$ cat config.mk
export PLATFORM = sky130hd
export DESIGN_NAME = rv_core_top
export DESIGN_NICKNAME = d
export VERILOG_FILES = /design/src/hw/core_isa_pkg.sv /design/src/hw/core_bus_pkg.sv /design/src/hw/mem_bus_if.sv /design/src/hw/core_decode.sv /design/src/hw/core_alu.sv /design/src/hw/core_regfile.sv /design/src/hw/core_control.sv /design/src/hw/mem_bus_arbiter.sv /design/src/hw/rv_core_top.sv
export SDC_FILE = /design/constraint.sdc
export NUM_CORES = 2
export LEC_CHECK = 0
export ABC_AREA = 0
export BUFFER_PORTS_ARGS = -buffer_cell sky130_fd_sc_hd__buf_2
export CAP_MARGIN = 5
export CELL_PAD_IN_SITES_DETAIL_PLACEMENT = 2
export CELL_PAD_IN_SITES_GLOBAL_PLACEMENT = 2
export CORE_MARGIN = 2
export CORE_UTILIZATION = 47
export CTS_CLUSTER_DIAMETER = 80
export DETAILED_ROUTE_END_ITERATION = 10
export PLACE_DENSITY = 0.85
export SLEW_MARGIN = 20
export SYNTH_ARGS = -nofsm -noshare
export SYNTH_HDL_FRONTEND = slang
export SYNTH_SLANG_ARGS = --single-unit
$ cat constraint.sdc
create_clock -name clk -period 5.9 [get_ports clk]
set_clock_uncertainty 0.05 [all_clocks]
set_input_delay 1.18 -clock clk [delete_from_list [all_inputs] [get_ports clk]]
set_output_delay 1.18 -clock clk [all_outputs]
set_load 0.1 [all_outputs]
$ cat src/hw/core_isa_pkg.sv
`default_nettype none

package core_isa_pkg;

    localparam int reg_addr_w = 5;

    // major opcodes
    localparam logic [6:0] op_reg    = 7'b0110011;
    localparam logic [6:0] op_imm    = 7'b0010011;
    localparam logic [6:0] op_load   = 7'b0000011;
    localparam logic [6:0] op_store  = 7'b0100011;
    localparam logic [6:0] op_branch = 7'b1100011;
    localparam logic [6:0] op_jal    = 7'b1101111;

    // funct3 values of the supported subset
    localparam logic [2:0] f3_add_sub = 3'b000;
    localparam logic [2:0] f3_xor     = 3'b100;
    localparam logic [2:0] f3_or      = 3'b110;
    localparam logic [2:0] f3_and     = 3'b111;
    localparam logic [2:0] f3_word    = 3'b010;
    localparam logic [2:0] f3_beq     = 3'b000;
    localparam logic [2:0] f3_bne     = 3'b001;

    localparam logic [6:0] f7_base = 7'b0000000;
    localparam logic [6:0] f7_sub  = 7'b0100000;

    typedef enum logic [2:0] {
        alu_reg,
        alu_imm,
        load,
        store,
        branch,
        jal,
        illegal
    } op_kind_t;

    typedef enum logic [2:0] {
        add,
        sub,
        and_op,
        or_op,
        xor_op
    } alu_op_t;

endpackage

`default_nettype wire

$ cat src/hw/core_bus_pkg.sv
`default_nettype none

package core_bus_pkg;

    // data word and byte address widths
    localparam int word_w = 32;
    localparam int addr_w = 32;

    // arbiter grant encoding
    localparam logic rq_fetch = 1'b0;
    localparam logic rq_data  = 1'b1;

endpackage

`default_nettype wire

$ cat src/hw/mem_bus_if.sv
`timescale 1ns/100ps
`default_nettype none

// four-phase req/ack memory bus
interface mem_bus_if;
    import core_bus_pkg::*;

    logic              req;
    logic [addr_w-1:0] addr;
    logic              we;
    logic [word_w-1:0] wdata;
    logic              ack;
    logic [word_w-1:0] rdata;

    modport requester (output req, output addr, output we, output wdata,
                       input ack, input rdata);

    modport responder (input req, input addr, input we, input wdata,
                       output ack, output rdata);

endinterface

`default_nettype wire

$ cat src/hw/core_decode.sv
`timescale 1ns/100ps
`default_nettype none

module core_decode (
    input  logic [core_bus_pkg::word_w-1:0]     inst,
    output core_isa_pkg::op_kind_t              kind,
    output core_isa_pkg::alu_op_t               alu_op,
    output logic [core_isa_pkg::reg_addr_w-1:0] rs1,
    output logic [core_isa_pkg::reg_addr_w-1:0] rs2,
    output logic [core_isa_pkg::reg_addr_w-1:0] rd,
    output logic [core_bus_pkg::word_w-1:0]     imm
);
    import core_isa_pkg::*;

    logic [6:0] opcode;
    logic [2:0] funct3;
    logic [6:0] funct7;

    assign opcode = inst[6:0];
    assign funct3 = inst[14:12];
    assign funct7 = inst[31:25];

    assign rs1 = inst[19:15];
    assign rs2 = inst[24:20];
    assign rd  = inst[11:7];

    always_comb begin
        kind   = illegal;
        alu_op = add;
        imm    = '0;
        case (opcode)
            op_reg: begin
                if (funct7 == f7_base) begin
                    kind = alu_reg;
                    case (funct3)
                        f3_add_sub: alu_op = add;
                        f3_xor:     alu_op = xor_op;
                        f3_or:      alu_op = or_op;
                        f3_and:     alu_op = and_op;
                        default:    kind = illegal;
                    endcase
                end else if (funct7 == f7_sub && funct3 == f3_add_sub) begin
                    kind   = alu_reg;
                    alu_op = sub;
                end
            end
            op_imm: begin
                if (funct3 == f3_add_sub) kind = alu_imm;
                imm = {{20{inst[31]}}, inst[31:20]};
            end
            op_load: begin
                if (funct3 == f3_word) kind = load;
                imm = {{20{inst[31]}}, inst[31:20]};
            end
            op_store: begin
                if (funct3 == f3_word) kind = store;
                imm = {{20{inst[31]}}, inst[31:25], inst[11:7]};
            end
            op_branch: begin
                if (funct3 == f3_beq || funct3 == f3_bne) kind = branch;
                // b-type immediate with an implied bit 0
                imm = {{19{inst[31]}}, inst[31], inst[7], inst[30:25], inst[11:8], 1'b0};
            end
            op_jal: begin
                kind = jal;
                imm  = {{11{inst[31]}}, inst[31], inst[19:12], inst[20], inst[30:21], 1'b0};
            end
            default: kind = illegal;
        endcase
    end

endmodule

`default_nettype wire

$ cat src/hw/core_alu.sv
`timescale 1ns/100ps
`default_nettype none

module core_alu (
    input  core_isa_pkg::alu_op_t           alu_op,
    input  logic [core_bus_pkg::word_w-1:0] a,
    input  logic [core_bus_pkg::word_w-1:0] b,
    output logic [core_bus_pkg::word_w-1:0] result,
    output logic                            equal
);
    import core_isa_pkg::*;

    // add also forms load/store addresses
    always_comb begin
        case (alu_op)
            add:     result = a + b;
            sub:     result = a - b;
            and_op:  result = a & b;
            or_op:   result = a | b;
            xor_op:  result = a ^ b;
            default: result = '0;
        endcase
    end

    // branch compare
    assign equal = (a == b);

endmodule

`default_nettype wire

$ cat src/hw/core_regfile.sv
`timescale 1ns/100ps
`default_nettype none

module core_regfile (
    input  logic                                clk,
    input  logic                                rstn,
    input  logic                                we,
    input  logic [core_isa_pkg::reg_addr_w-1:0] waddr,
    input  logic [core_bus_pkg::word_w-1:0]     wdata,
    input  logic [core_isa_pkg::reg_addr_w-1:0] raddr1,
    input  logic [core_isa_pkg::reg_addr_w-1:0] raddr2,
    output logic [core_bus_pkg::word_w-1:0]     rdata1,
    output logic [core_bus_pkg::word_w-1:0]     rdata2
);
    import core_isa_pkg::*;
    import core_bus_pkg::*;

    // x0 has no storage
    logic [word_w-1:0] regs [1:2**reg_addr_w-1];

    always_ff @(posedge clk) begin
        if (!rstn) begin
            for (int i = 1; i < 2**reg_addr_w; i++) begin
                regs[i] <= '0;
            end
        end else if (we && waddr != '0) begin
            regs[waddr] <= wdata;
        end
    end

    assign rdata1 = (raddr1 == '0) ? '0 : regs[raddr1];
    assign rdata2 = (raddr2 == '0) ? '0 : regs[raddr2];

endmodule

`default_nettype wire

$ cat src/hw/core_control.sv
`timescale 1ns/100ps
`default_nettype none

module core_control (
    input  logic                                clk,
    input  logic                                rstn,
    mem_bus_if.requester                        if_bus,
    mem_bus_if.requester                        d_bus,
    output logic                                halted,
    output logic [core_bus_pkg::word_w-1:0]     inst,
    input  core_isa_pkg::op_kind_t              kind,
    input  logic [core_isa_pkg::reg_addr_w-1:0] rd,
    input  logic [core_bus_pkg::word_w-1:0]     imm,
    output logic [core_bus_pkg::word_w-1:0]     alu_a,
    output logic [core_bus_pkg::word_w-1:0]     alu_b,
    input  logic [core_bus_pkg::word_w-1:0]     alu_result,
    input  logic                                equal,
    output logic                                rf_we,
    output logic [core_isa_pkg::reg_addr_w-1:0] rf_waddr,
    output logic [core_bus_pkg::word_w-1:0]     rf_wdata,
    input  logic [core_bus_pkg::word_w-1:0]     rdata1,
    input  logic [core_bus_pkg::word_w-1:0]     rdata2
);
    import core_isa_pkg::*;
    import core_bus_pkg::*;

    typedef enum logic [6:0] {
        s_fetch      = 7'b0000001,
        s_fetch_wait = 7'b0000010,
        s_decode     = 7'b0000100,
        s_execute    = 7'b0001000,
        s_mem_wait   = 7'b0010000,
        s_write      = 7'b0100000,
        s_halt       = 7'b1000000
    } state_t;

    state_t                state;
    logic [addr_w-1:0]     pc;
    logic [addr_w-1:0]     next_pc;
    logic [word_w-1:0]     ir;
    logic [word_w-1:0]     imm_q;
    logic [word_w-1:0]     a_q;
    logic [word_w-1:0]     b_q;
    logic [word_w-1:0]     wb_data;
    op_kind_t              kind_q;
    logic [reg_addr_w-1:0] rd_q;
    logic                  wb_en;
    logic                  ack_seen;
    logic                  if_req;
    logic                  d_req;
    logic                  d_we;
    logic [addr_w-1:0]     d_addr;
    logic [word_w-1:0]     d_wdata;
    logic                  taken;

    assign inst  = ir;
    assign alu_a = a_q;
    // register operand only for R-type and branch compare
    assign alu_b = (kind_q == alu_reg || kind_q == branch) ? b_q : imm_q;
    assign taken = (ir[14:12] == f3_bne) ? !equal : equal;

    assign if_bus.req   = if_req;
    assign if_bus.addr  = pc;
    assign if_bus.we    = 1'b0;
    assign if_bus.wdata = '0;
    assign d_bus.req    = d_req;
    assign d_bus.addr   = d_addr;
    assign d_bus.we     = d_we;
    assign d_bus.wdata  = d_wdata;

    assign rf_we    = (state == s_write) && wb_en;
    assign rf_waddr = rd_q;
    assign rf_wdata = wb_data;
    assign halted   = (state == s_halt);

    always_ff @(posedge clk) begin
        if (!rstn) begin
            state    <= s_fetch;
            pc       <= '0;
            if_req   <= 1'b0;
            d_req    <= 1'b0;
            d_we     <= 1'b0;
            ack_seen <= 1'b0;
            wb_en    <= 1'b0;
        end else begin
            case (state)
                s_fetch: begin
                    if_req <= 1'b1;
                    state  <= s_fetch_wait;
                end
                s_fetch_wait: begin
                    // drop req on ack, then wait for ack to fall
                    if (!ack_seen) begin
                        if (if_bus.ack) begin
                            if_req   <= 1'b0;
                            ack_seen <= 1'b1;
                        end
                    end else if (!if_bus.ack) begin
                        ack_seen <= 1'b0;
                        state    <= s_decode;
                    end
                end
                s_decode: state <= s_execute;
                s_execute: begin
                    case (kind_q)
                        alu_reg, alu_imm, jal: begin
                            wb_en <= 1'b1;
                            state <= s_write;
                        end
                        branch: begin
                            wb_en <= 1'b0;
                            state <= s_write;
                        end
                        load, store: begin
                            d_req <= 1'b1;
                            d_we  <= (kind_q == store);
                            wb_en <= (kind_q == load);
                            state <= s_mem_wait;
                        end
                        default: state <= s_halt;
                    endcase
                end
                s_mem_wait: begin
                    if (!ack_seen) begin
                        if (d_bus.ack) begin
                            d_req    <= 1'b0;
                            ack_seen <= 1'b1;
                        end
                    end else if (!d_bus.ack) begin
                        ack_seen <= 1'b0;
                        d_we     <= 1'b0;
                        state    <= s_write;
                    end
                end
                s_write: begin
                    pc    <= next_pc;
                    state <= s_fetch;
                end
                s_halt: state <= s_halt;
                default: state <= s_halt;
            endcase
        end
    end

    // instruction and operand capture
    always_ff @(posedge clk) begin
        case (state)
            s_fetch_wait: begin
                if (!ack_seen && if_bus.ack) ir <= if_bus.rdata;
            end
            s_decode: begin
                kind_q <= kind;
                rd_q   <= rd;
                imm_q  <= imm;
                a_q    <= rdata1;
                b_q    <= rdata2;
            end
            s_execute: begin
                wb_data <= (kind_q == jal) ? pc + addr_w'(4) : alu_result;
                if (kind_q == jal || (kind_q == branch && taken)) begin
                    next_pc <= pc + imm_q;
                end else begin
                    next_pc <= pc + addr_w'(4);
                end
                d_addr  <= alu_result;
                d_wdata <= b_q;
            end
            s_mem_wait: begin
                if (!ack_seen && d_bus.ack && kind_q == load) wb_data <= d_bus.rdata;
            end
            default: ;
        endcase
    end

endmodule

`default_nettype wire

$ cat src/hw/mem_bus_arbiter.sv
`timescale 1ns/100ps
`default_nettype none

module mem_bus_arbiter (
    input  logic         clk,
    input  logic         rstn,
    mem_bus_if.responder if_bus,
    mem_bus_if.responder d_bus,
    mem_bus_if.requester mem
);
    import core_bus_pkg::*;

    logic busy;
    logic ack_seen;
    logic grant;
    logic pick;
    logic sel;
    logic sel_req;
    logic fetch_owned;
    logic data_owned;

    // data side has priority
    assign pick    = d_bus.req ? rq_data : rq_fetch;
    assign sel     = busy ? grant : pick;
    assign sel_req = (sel == rq_data) ? d_bus.req : if_bus.req;

    // new cycle only with ack low; none after the ack of the held cycle
    assign mem.req   = sel_req && (busy ? !ack_seen : !mem.ack);
    assign mem.addr  = (sel == rq_data) ? d_bus.addr : if_bus.addr;
    assign mem.we    = (sel == rq_data) ? d_bus.we : if_bus.we;
    assign mem.wdata = (sel == rq_data) ? d_bus.wdata : if_bus.wdata;

    assign fetch_owned  = busy && (grant == rq_fetch);
    assign data_owned   = busy && (grant == rq_data);
    assign if_bus.ack   = fetch_owned && mem.ack;
    assign if_bus.rdata = fetch_owned ? mem.rdata : '0;
    assign d_bus.ack    = data_owned && mem.ack;
    assign d_bus.rdata  = data_owned ? mem.rdata : '0;

    always_ff @(posedge clk) begin
        if (!rstn) begin
            busy     <= 1'b0;
            ack_seen <= 1'b0;
            grant    <= rq_fetch;
        end else if (!busy) begin
            if (mem.req) begin
                busy  <= 1'b1;
                grant <= pick;
            end
        end else if (!ack_seen) begin
            if (mem.ack) ack_seen <= 1'b1;
        end else if (!mem.ack) begin
            busy     <= 1'b0;
            ack_seen <= 1'b0;
        end
    end

endmodule

`default_nettype wire

$ cat src/hw/rv_core_top.sv
`timescale 1ns/100ps
`default_nettype none

module rv_core_top (
    input  logic                            clk,
    input  logic                            rstn,
    output logic                            mem_req,
    output logic [core_bus_pkg::addr_w-1:0] mem_addr,
    output logic                            mem_we,
    output logic [core_bus_pkg::word_w-1:0] mem_wdata,
    input  logic                            mem_ack,
    input  logic [core_bus_pkg::word_w-1:0] mem_rdata,
    output logic                            halted
);
    import core_isa_pkg::*;
    import core_bus_pkg::*;

    mem_bus_if if_bus ();
    mem_bus_if d_bus ();
    mem_bus_if mem_bus ();

    logic [word_w-1:0]     inst;
    logic [word_w-1:0]     imm;
    logic [word_w-1:0]     alu_a;
    logic [word_w-1:0]     alu_b;
    logic [word_w-1:0]     alu_result;
    logic [word_w-1:0]     rf_wdata;
    logic [word_w-1:0]     rdata1;
    logic [word_w-1:0]     rdata2;
    logic [reg_addr_w-1:0] rs1;
    logic [reg_addr_w-1:0] rs2;
    logic [reg_addr_w-1:0] rd;
    logic [reg_addr_w-1:0] rf_waddr;
    op_kind_t              kind;
    alu_op_t               alu_op;
    logic                  equal;
    logic                  rf_we;

    core_decode core_decode_i (
        .inst   (inst),
        .kind   (kind),
        .alu_op (alu_op),
        .rs1    (rs1),
        .rs2    (rs2),
        .rd     (rd),
        .imm    (imm)
    );

    // decoder fields stay valid while the instruction register holds
    core_alu core_alu_i (
        .alu_op (alu_op),
        .a      (alu_a),
        .b      (alu_b),
        .result (alu_result),
        .equal  (equal)
    );

    core_regfile core_regfile_i (
        .clk    (clk),
        .rstn   (rstn),
        .we     (rf_we),
        .waddr  (rf_waddr),
        .wdata  (rf_wdata),
        .raddr1 (rs1),
        .raddr2 (rs2),
        .rdata1 (rdata1),
        .rdata2 (rdata2)
    );

    core_control core_control_i (
        .clk        (clk),
        .rstn       (rstn),
        .if_bus     (if_bus.requester),
        .d_bus      (d_bus.requester),
        .halted     (halted),
        .inst       (inst),
        .kind       (kind),
        .rd         (rd),
        .imm        (imm),
        .alu_a      (alu_a),
        .alu_b      (alu_b),
        .alu_result (alu_result),
        .equal      (equal),
        .rf_we      (rf_we),
        .rf_waddr   (rf_waddr),
        .rf_wdata   (rf_wdata),
        .rdata1     (rdata1),
        .rdata2     (rdata2)
    );

    mem_bus_arbiter mem_bus_arbiter_i (
        .clk    (clk),
        .rstn   (rstn),
        .if_bus (if_bus.responder),
        .d_bus  (d_bus.responder),
        .mem    (mem_bus.requester)
    );

    assign mem_req       = mem_bus.req;
    assign mem_addr      = mem_bus.addr;
    assign mem_we        = mem_bus.we;
    assign mem_wdata     = mem_bus.wdata;
    assign mem_bus.ack   = mem_ack;
    assign mem_bus.rdata = mem_rdata;

endmodule

`default_nettype wire

# [After elaboration in Yosys (flattened, before gate mapping)]
# Memories as Yosys holds them, arrays and structs flattened. A register that Yosys moved wholly into a read port is not among the register bits.
# Index checks and enable logic that the tools add are counted.
[op_classes] order_cmp=0 n_reduce_logical=44 multipliers=0 n_bitwise=5 n_shift=0 div_mod_pow=0 addsub=4 eq_ne=39 mux=60
[op_table] op="$mux W32" count=8
[op_table] op="$pmux W32 S5" count=1
[op_table] op="$pmux W32 S4" count=1
[op_table] op="$add A32 B32 Y32" count=2
[op_table] op="$pmux W32 S2" count=1
[op_table] op="$pmux W7 S6" count=1
[op_table] op="$add A32 B3 Y32 const B" count=1
[op_table] op="$and A32 B32 Y32" count=1
[op_table] op="$eq A32 B32 Y1" count=1
[op_table] op="$or A32 B32 Y32" count=1
[op_table] op="$reduce_or A32 Y1" count=1
[op_table] op="$sub A32 B32 Y32" count=1
[op_table] op="$xor A32 B32 Y32" count=1
[op_table] op="$eq A7 B6 Y1 const B" count=4
[op_table] op="$mux W7" count=4
[op_table] op="$mux W1" count=26
[op_table] op="$mux W3" count=8
[op_table] op="$eq A7 B7 Y1 const B" count=3
[op_table] op="$eq A3 B3 Y1 const B" count=6
[op_table] op="$pmux W3 S6" count=1
[op_table] op="$eq A3 B2 Y1 const B" count=5
[op_table] op="$eq A7 B2 Y1 const B" count=2
[op_table] op="$eq A7 B5 Y1 const B" count=2
[op_table] op="$pmux W7 S2" count=1
[op_table] op="other kinds (27)" count=69
[totals] latchBits=0 regBits=247 n_memories=1 out_inout_bits=67 romBits=0 inputBits=35 ram_bits=992 wordCells=171
[mem_list] memory="core_regfile_i.regs" depth=31 word_bits=32 read_ports=2 rd_clocked_by_memory_dff=2 write_ports=31 line_no="core_regfile.sv:19" text="logic [word_w-1:0] regs [1:2**reg_addr_w-1];"

# [Logic depth before layout (Yosys ltp)]
[depth] ltp_word=9 ltp_mapped=19 ltp_nobuf=16

# [By module]
# A second synthesis with hierarchy kept.
[hier_totals] hier_cells=5689 hier_area_um2=75386.1
[by_module_without_submodules] module="core_regfile" seq_area_each_um2=30749.5 instances=1 area_per_inst_um2=54163.2 cells_per_inst=3505
[by_module_without_submodules] module="core_control" seq_area_each_um2=8808.4 instances=1 area_per_inst_um2=13530.5 cells_per_inst=1088
[by_module_without_submodules] module="core_alu" seq_area_each_um2=0.0 instances=1 area_per_inst_um2=5306.3 cells_per_inst=818
[by_module_without_submodules] module="mem_bus_arbiter" seq_area_each_um2=60.1 instances=1 area_per_inst_um2=1646.6 cells_per_inst=167
[by_module_without_submodules] module="core_decode" seq_area_each_um2=0.0 instances=1 area_per_inst_um2=739.5 cells_per_inst=111

# [Least setup slack after synthesis]
# OpenSTA, ideal clock, no wires.
[synth_path] path_type="input to register" start="input rstn" end="memory core_regfile_i.regs[28][0] (enable)" t_arrival_ps=4177 path_slack_ps=1208 n_path_buf=1 stages=5 setup_ps=466 required_ps=5384 path_cell_list="and3_1 nor2b_1 nand3b_1 clkbuf_1 o21ai_0"
[synth_lines] item="from (decl)" line_no="rv_core_top.sv:6" text="input logic rstn,"
[synth_lines] item="to (decl)" line_no="core_regfile.sv:19"

# [Worst setup path in the final report]
[layout_path] start="register core_control_i.kind_q[0]" end="register core_control_i.wb_data[30], in the netlist core_control_i.rf_wdata[30], data pin"
[layout_via] elab_chain_cells=7 word_cells_on_any_way=13 classes_between="add/sub (2); eq/ne (2); mux (4); bitwise (3); reduce/logical (2)"
[layout_rtl] item="from (decl)" line_no="core_control.sv:45" text="op_kind_t kind_q;"
[layout_rtl] item="from (signal assigned)" line_no="core_control.sv:152" text="kind_q <= kind;"
[layout_rtl] item="$eq A3 B3 Y1 or $logic_not A3 Y1 (tied branches)" line_no="core_control.sv:59" text="assign alu_b = (kind_q == alu_reg || kind_q == branch) ? b_q : imm_q;"
[layout_rtl] item="$logic_or A1 B1 Y1" line_no="core_control.sv:59"
[layout_rtl] item="$mux W32" line_no="core_control.sv:59"
[layout_rtl] item="$sub A32 B32 Y32, or another cell as far along" line_no="core_alu.sv:17" text="sub: result = a - b;"
[layout_rtl] item="$pmux W32 S5" line_no="core_alu.sv:15" text="case (alu_op)"
[layout_rtl] item="$mux W32 (*)" line_no="core_control.sv:159" text="wb_data <= (kind_q == jal) ? pc + addr_w'(4) : alu_result;"
[layout_rtl] item="$pmux W32 S2 (*)" line_no="core_control.sv:147" text="case (state)"
[layout_rtl] item="to (signal assigned)" line_no="core_control.sv:159"
[layout_rtl] item="to (signal assigned)" line_no="core_control.sv:169" text="if (!ack_seen && d_bus.ack && kind_q == load) wb_data <= d_bus.rdata;"
[layout_rtl] item="to (decl)" line_no="core_control.sv:44" text="logic [word_w-1:0] wb_data;"
# Mark *: on every way between the ends. The rest lies on a longest branch, timed or not.
# A chain may end at the register's enable or synchronous reset.

==> flow_summary.yaml <==
cts:
  ctsHoldBuffers: 0
  insertion_delay_ps: 820
  numCtsBuffers: 152
  cts-root-buf: "clkbuf_16"
  cts_tree: "built"
  post_cts_resize_count: 0
  clkSinkCount: 1324
  postCtsSetupBuffers: 0
  clk_pin_slew_worst_paths_ps: 60
  h-tree-depth: 4
  clockBufferDepth: 3
global_route:
  antenna_found_initial: 26
  use_met2_pct: 65.2
  grt.busiest_layer: "met2"
  grt_max_degree: 119
  grtUsageTotal_pct: 40.3
  met3_usage_pct: 10.4
  grt_overflow: 0
  first_global_vias: 55989
  grt_use_met1_pct: 48.1
  grt_pass1_wl_mm: 448
floorplan:
  num_rows: 144
  die_area_um2: 159000
  die_height_um: 398
  ioPinCount: 102
  start_util_pct: 47.4
  core_area_um2: 154000
  dieWidth_um: 398
yosys:
  ys_seq_area_share_pct: 53.7
  synthFlopType: "edfxtp_1"
  ys_types: 81
  yosysTopAreaCellShare_pct: 52.5
  synthTopCellsByCount: "1277 x edfxtp_1, 1037 x and2_1, 640 x mux4_2"
  syn_inst: 5221
  synth_area_leader_cell: "edfxtp_1"
  yosysMostFrequentCell: "edfxtp_1"
  synthesis.area_um2: 73100
  ys_seq_elements: 1324
  synth_area_per_cell_um2: 14.0
  synthTopCellsByArea: "edfxtp_1 52%, mux4_2 20%, and2_1 8.9%, ha_1 2.3%, clkbuf_1 2.0%"
  synthArstFlopShare_pct: 0
  synth-edff-count: 1277
  ys_warn_count: 0
critical_path:
  reg2regPathDepth: 16
  path_max_fanout: 17
  critPathLaunchType: "flop"
  worstPathRequired_ps: 6390
  reg2reg_slack_ps: 280
  critPathKind: "reg -> reg"
  crit_arrival_ps: 6110
  end_kind: "flop"
placement:
  place_area_um2: 76600
  gp_congestion: 0.935
  hpwl_mm: 189
  portBuffers: 101
drt:
  ant_nets: 0
  vias: 52742
  route.detailed.drc: 0
  routedWlPerCell_um: 43.5
  vias_per_cell: 7.15
  routed_wirelength_mm: 321
  dr.pass1.iters: 5
  drt_iter0_markers: 8067
min_path:
  hp-class: "reg -> reg"
  min_delay_path_depth: 0
timing:
  rsz0062_at_grt: "no"
  hold_slack_ps: 417
  fin_crit_sh_pct: 95.3
  timing.slew.headroom_pct: 21.9
  slew_viol_final: 0
  fin_crit_ps: 5620
  hold_violations: 0
  max_freq_mhz: 178
  tightest_slew_ps: 1170
  timing.setup.tns_ps: 0
  setup-violations-final: 0
pwr:
  ir_worst_vdd_mv: 0.325
  power_density_nw_per_um2: 259
  p_leak_nw: 29.3
status:
  status: "finished, final reports clean"
final_layout:
  drive_above_1_share_pct: 23.7
  fin_nets: 5386
  fin_area_um2: 81700
  area_growth_pct: 11.7
flow_run:
  drv_cap: 0
==> stage by stage <==
stage	worst slack, ps	std cells	total power [mW]	utilization (%)
6_report	279	7379	21.2	53.0
5_1_grt	61.8	7376	21.5	53.0
3_3_place_gp	804	7076	11.7	49.6
4_1_cts	373	7352	21.1	52.7
3_5_place_dp	543	7080	11.8	49.7
2_1_floorplan	1210	5252	11.3	-
==> cell families (layout without fill, tap and decap cells) <==
logic type	after synthesis	count (layout)	share of synthesized area [%]
AOI/OAI and AO/OA	599	599	5.23
xor gates and xnor gates	58	58	0.695
adders and majority gates	138	138	2.39
buffers and inverters	571	650	2.96
DFF	1324	1324	53.7
muxes	767	767	21.5
other	1	36	0.00513
and+or+nand+nor	1763	1763	13.4
==> worst max-delay path, stage by stage, from the launching register on <==
cell and delay (ps):
edfxtp_1 550, nor2_4 580, mux2_2 320, ha_1 190, inv_1 90, fa_1 420
nand2b_1 220, a21oi_1 460, a21oi_1 270, or3_1 500, a21o_1 220, a21boi_1 360
o221ai_1 310, o31ai_1 340, a21oi_1 90, nor4_1 280, o21ai_1 100
==> registers in the layout (all words and copies together) (netlist names) <==
signal and count:
core_control_i.ack_seen 1, core_control_i.alu_a 32, core_control_i.b_q 32, core_control_i.d_bus.addr 32
core_control_i.d_bus.req 1, core_control_i.d_bus.wdata 32, core_control_i.d_bus.we 1, core_control_i.if_bus.addr 32
core_control_i.if_bus.req 1, core_control_i.imm_q 21, core_control_i.inst 32, core_control_i.kind_q 3
core_control_i.next_pc 32, core_control_i.rf_waddr 5, core_control_i.rf_wdata 32, core_control_i.state 7
core_control_i.wb_en 1, core_regfile_i.regs 1024, mem_bus_arbiter_i.ack_seen 1, mem_bus_arbiter_i.busy 1
mem_bus_arbiter_i.grant 1
==> placed cells by master (no fill, tap or decap), drive strengths merged, types with 16 or more instances in the layout <==
cell,count
inv,120
a21oi,183
a21boi,40
ha,135
mux2,52
o211ai,17
and2,1037
xor2,28
conb,32
nand2b,25
nand3,39
nand2,216
nor2b,55
mux4,640
a22o,16
edfxtp,1277
buf,267
o31ai,18
clkbuf,199
a21o,47
clkinv,59
nor2,263
xnor2,30
o21ai,144
mux2i,75
nor3,34
dfxtp,47
a211oi,18
nor4,16
==> final timing paths <==
| kind | end | start |
|---|---|---|
| max | core_control_i.rf_wdata[30] | core_control_i.kind_q[0] |
| min | core_control_i.rf_waddr[2] | core_control_i.inst[9] |
| max reg2reg | core_control_i.rf_wdata[30] | core_control_i.kind_q[0] |
| min reg2reg | core_control_i.rf_waddr[2] | core_control_i.inst[9] |
==> final cells by class <==
cell class / count / area [µm²]
repair buffers: 267 / 2290
clock inverters: 73 / 668
flip-flops and latches: 1324 / 39300
well taps: 2044 / 2560
fillers: 13842 / 72600
diodes: 4 / 10.0
inverters: 111 / 422
clock buffers: 199 / 4010
multi-input cells: 3357 / 32400
==> metal layers <==
metal,vias to the layer above,share of wire (%),wire length [µm]
met4,28,6.9,22100
li1,19676,-,-
met5,-,0.056,179
met2,4285,48,154000
met3,1328,11,36700
met1,27425,34,108000
==> where the power goes <==
| part | total, mW | internal (mW) | leakage [nW] | switching [mW] |
|---|---|---|---|---|
| Clock | 9.49 | 5.03 | 2.28 | 4.46 |
| Sequential | 10.7 | 10.5 | 13.3 | 0.220 |
| Combinational | 0.945 | 0.334 | 13.8 | 0.610 |
| Total | 21.2 | 15.9 | 29.3 | 5.29 |
Power figures use the tool's default switching activity.
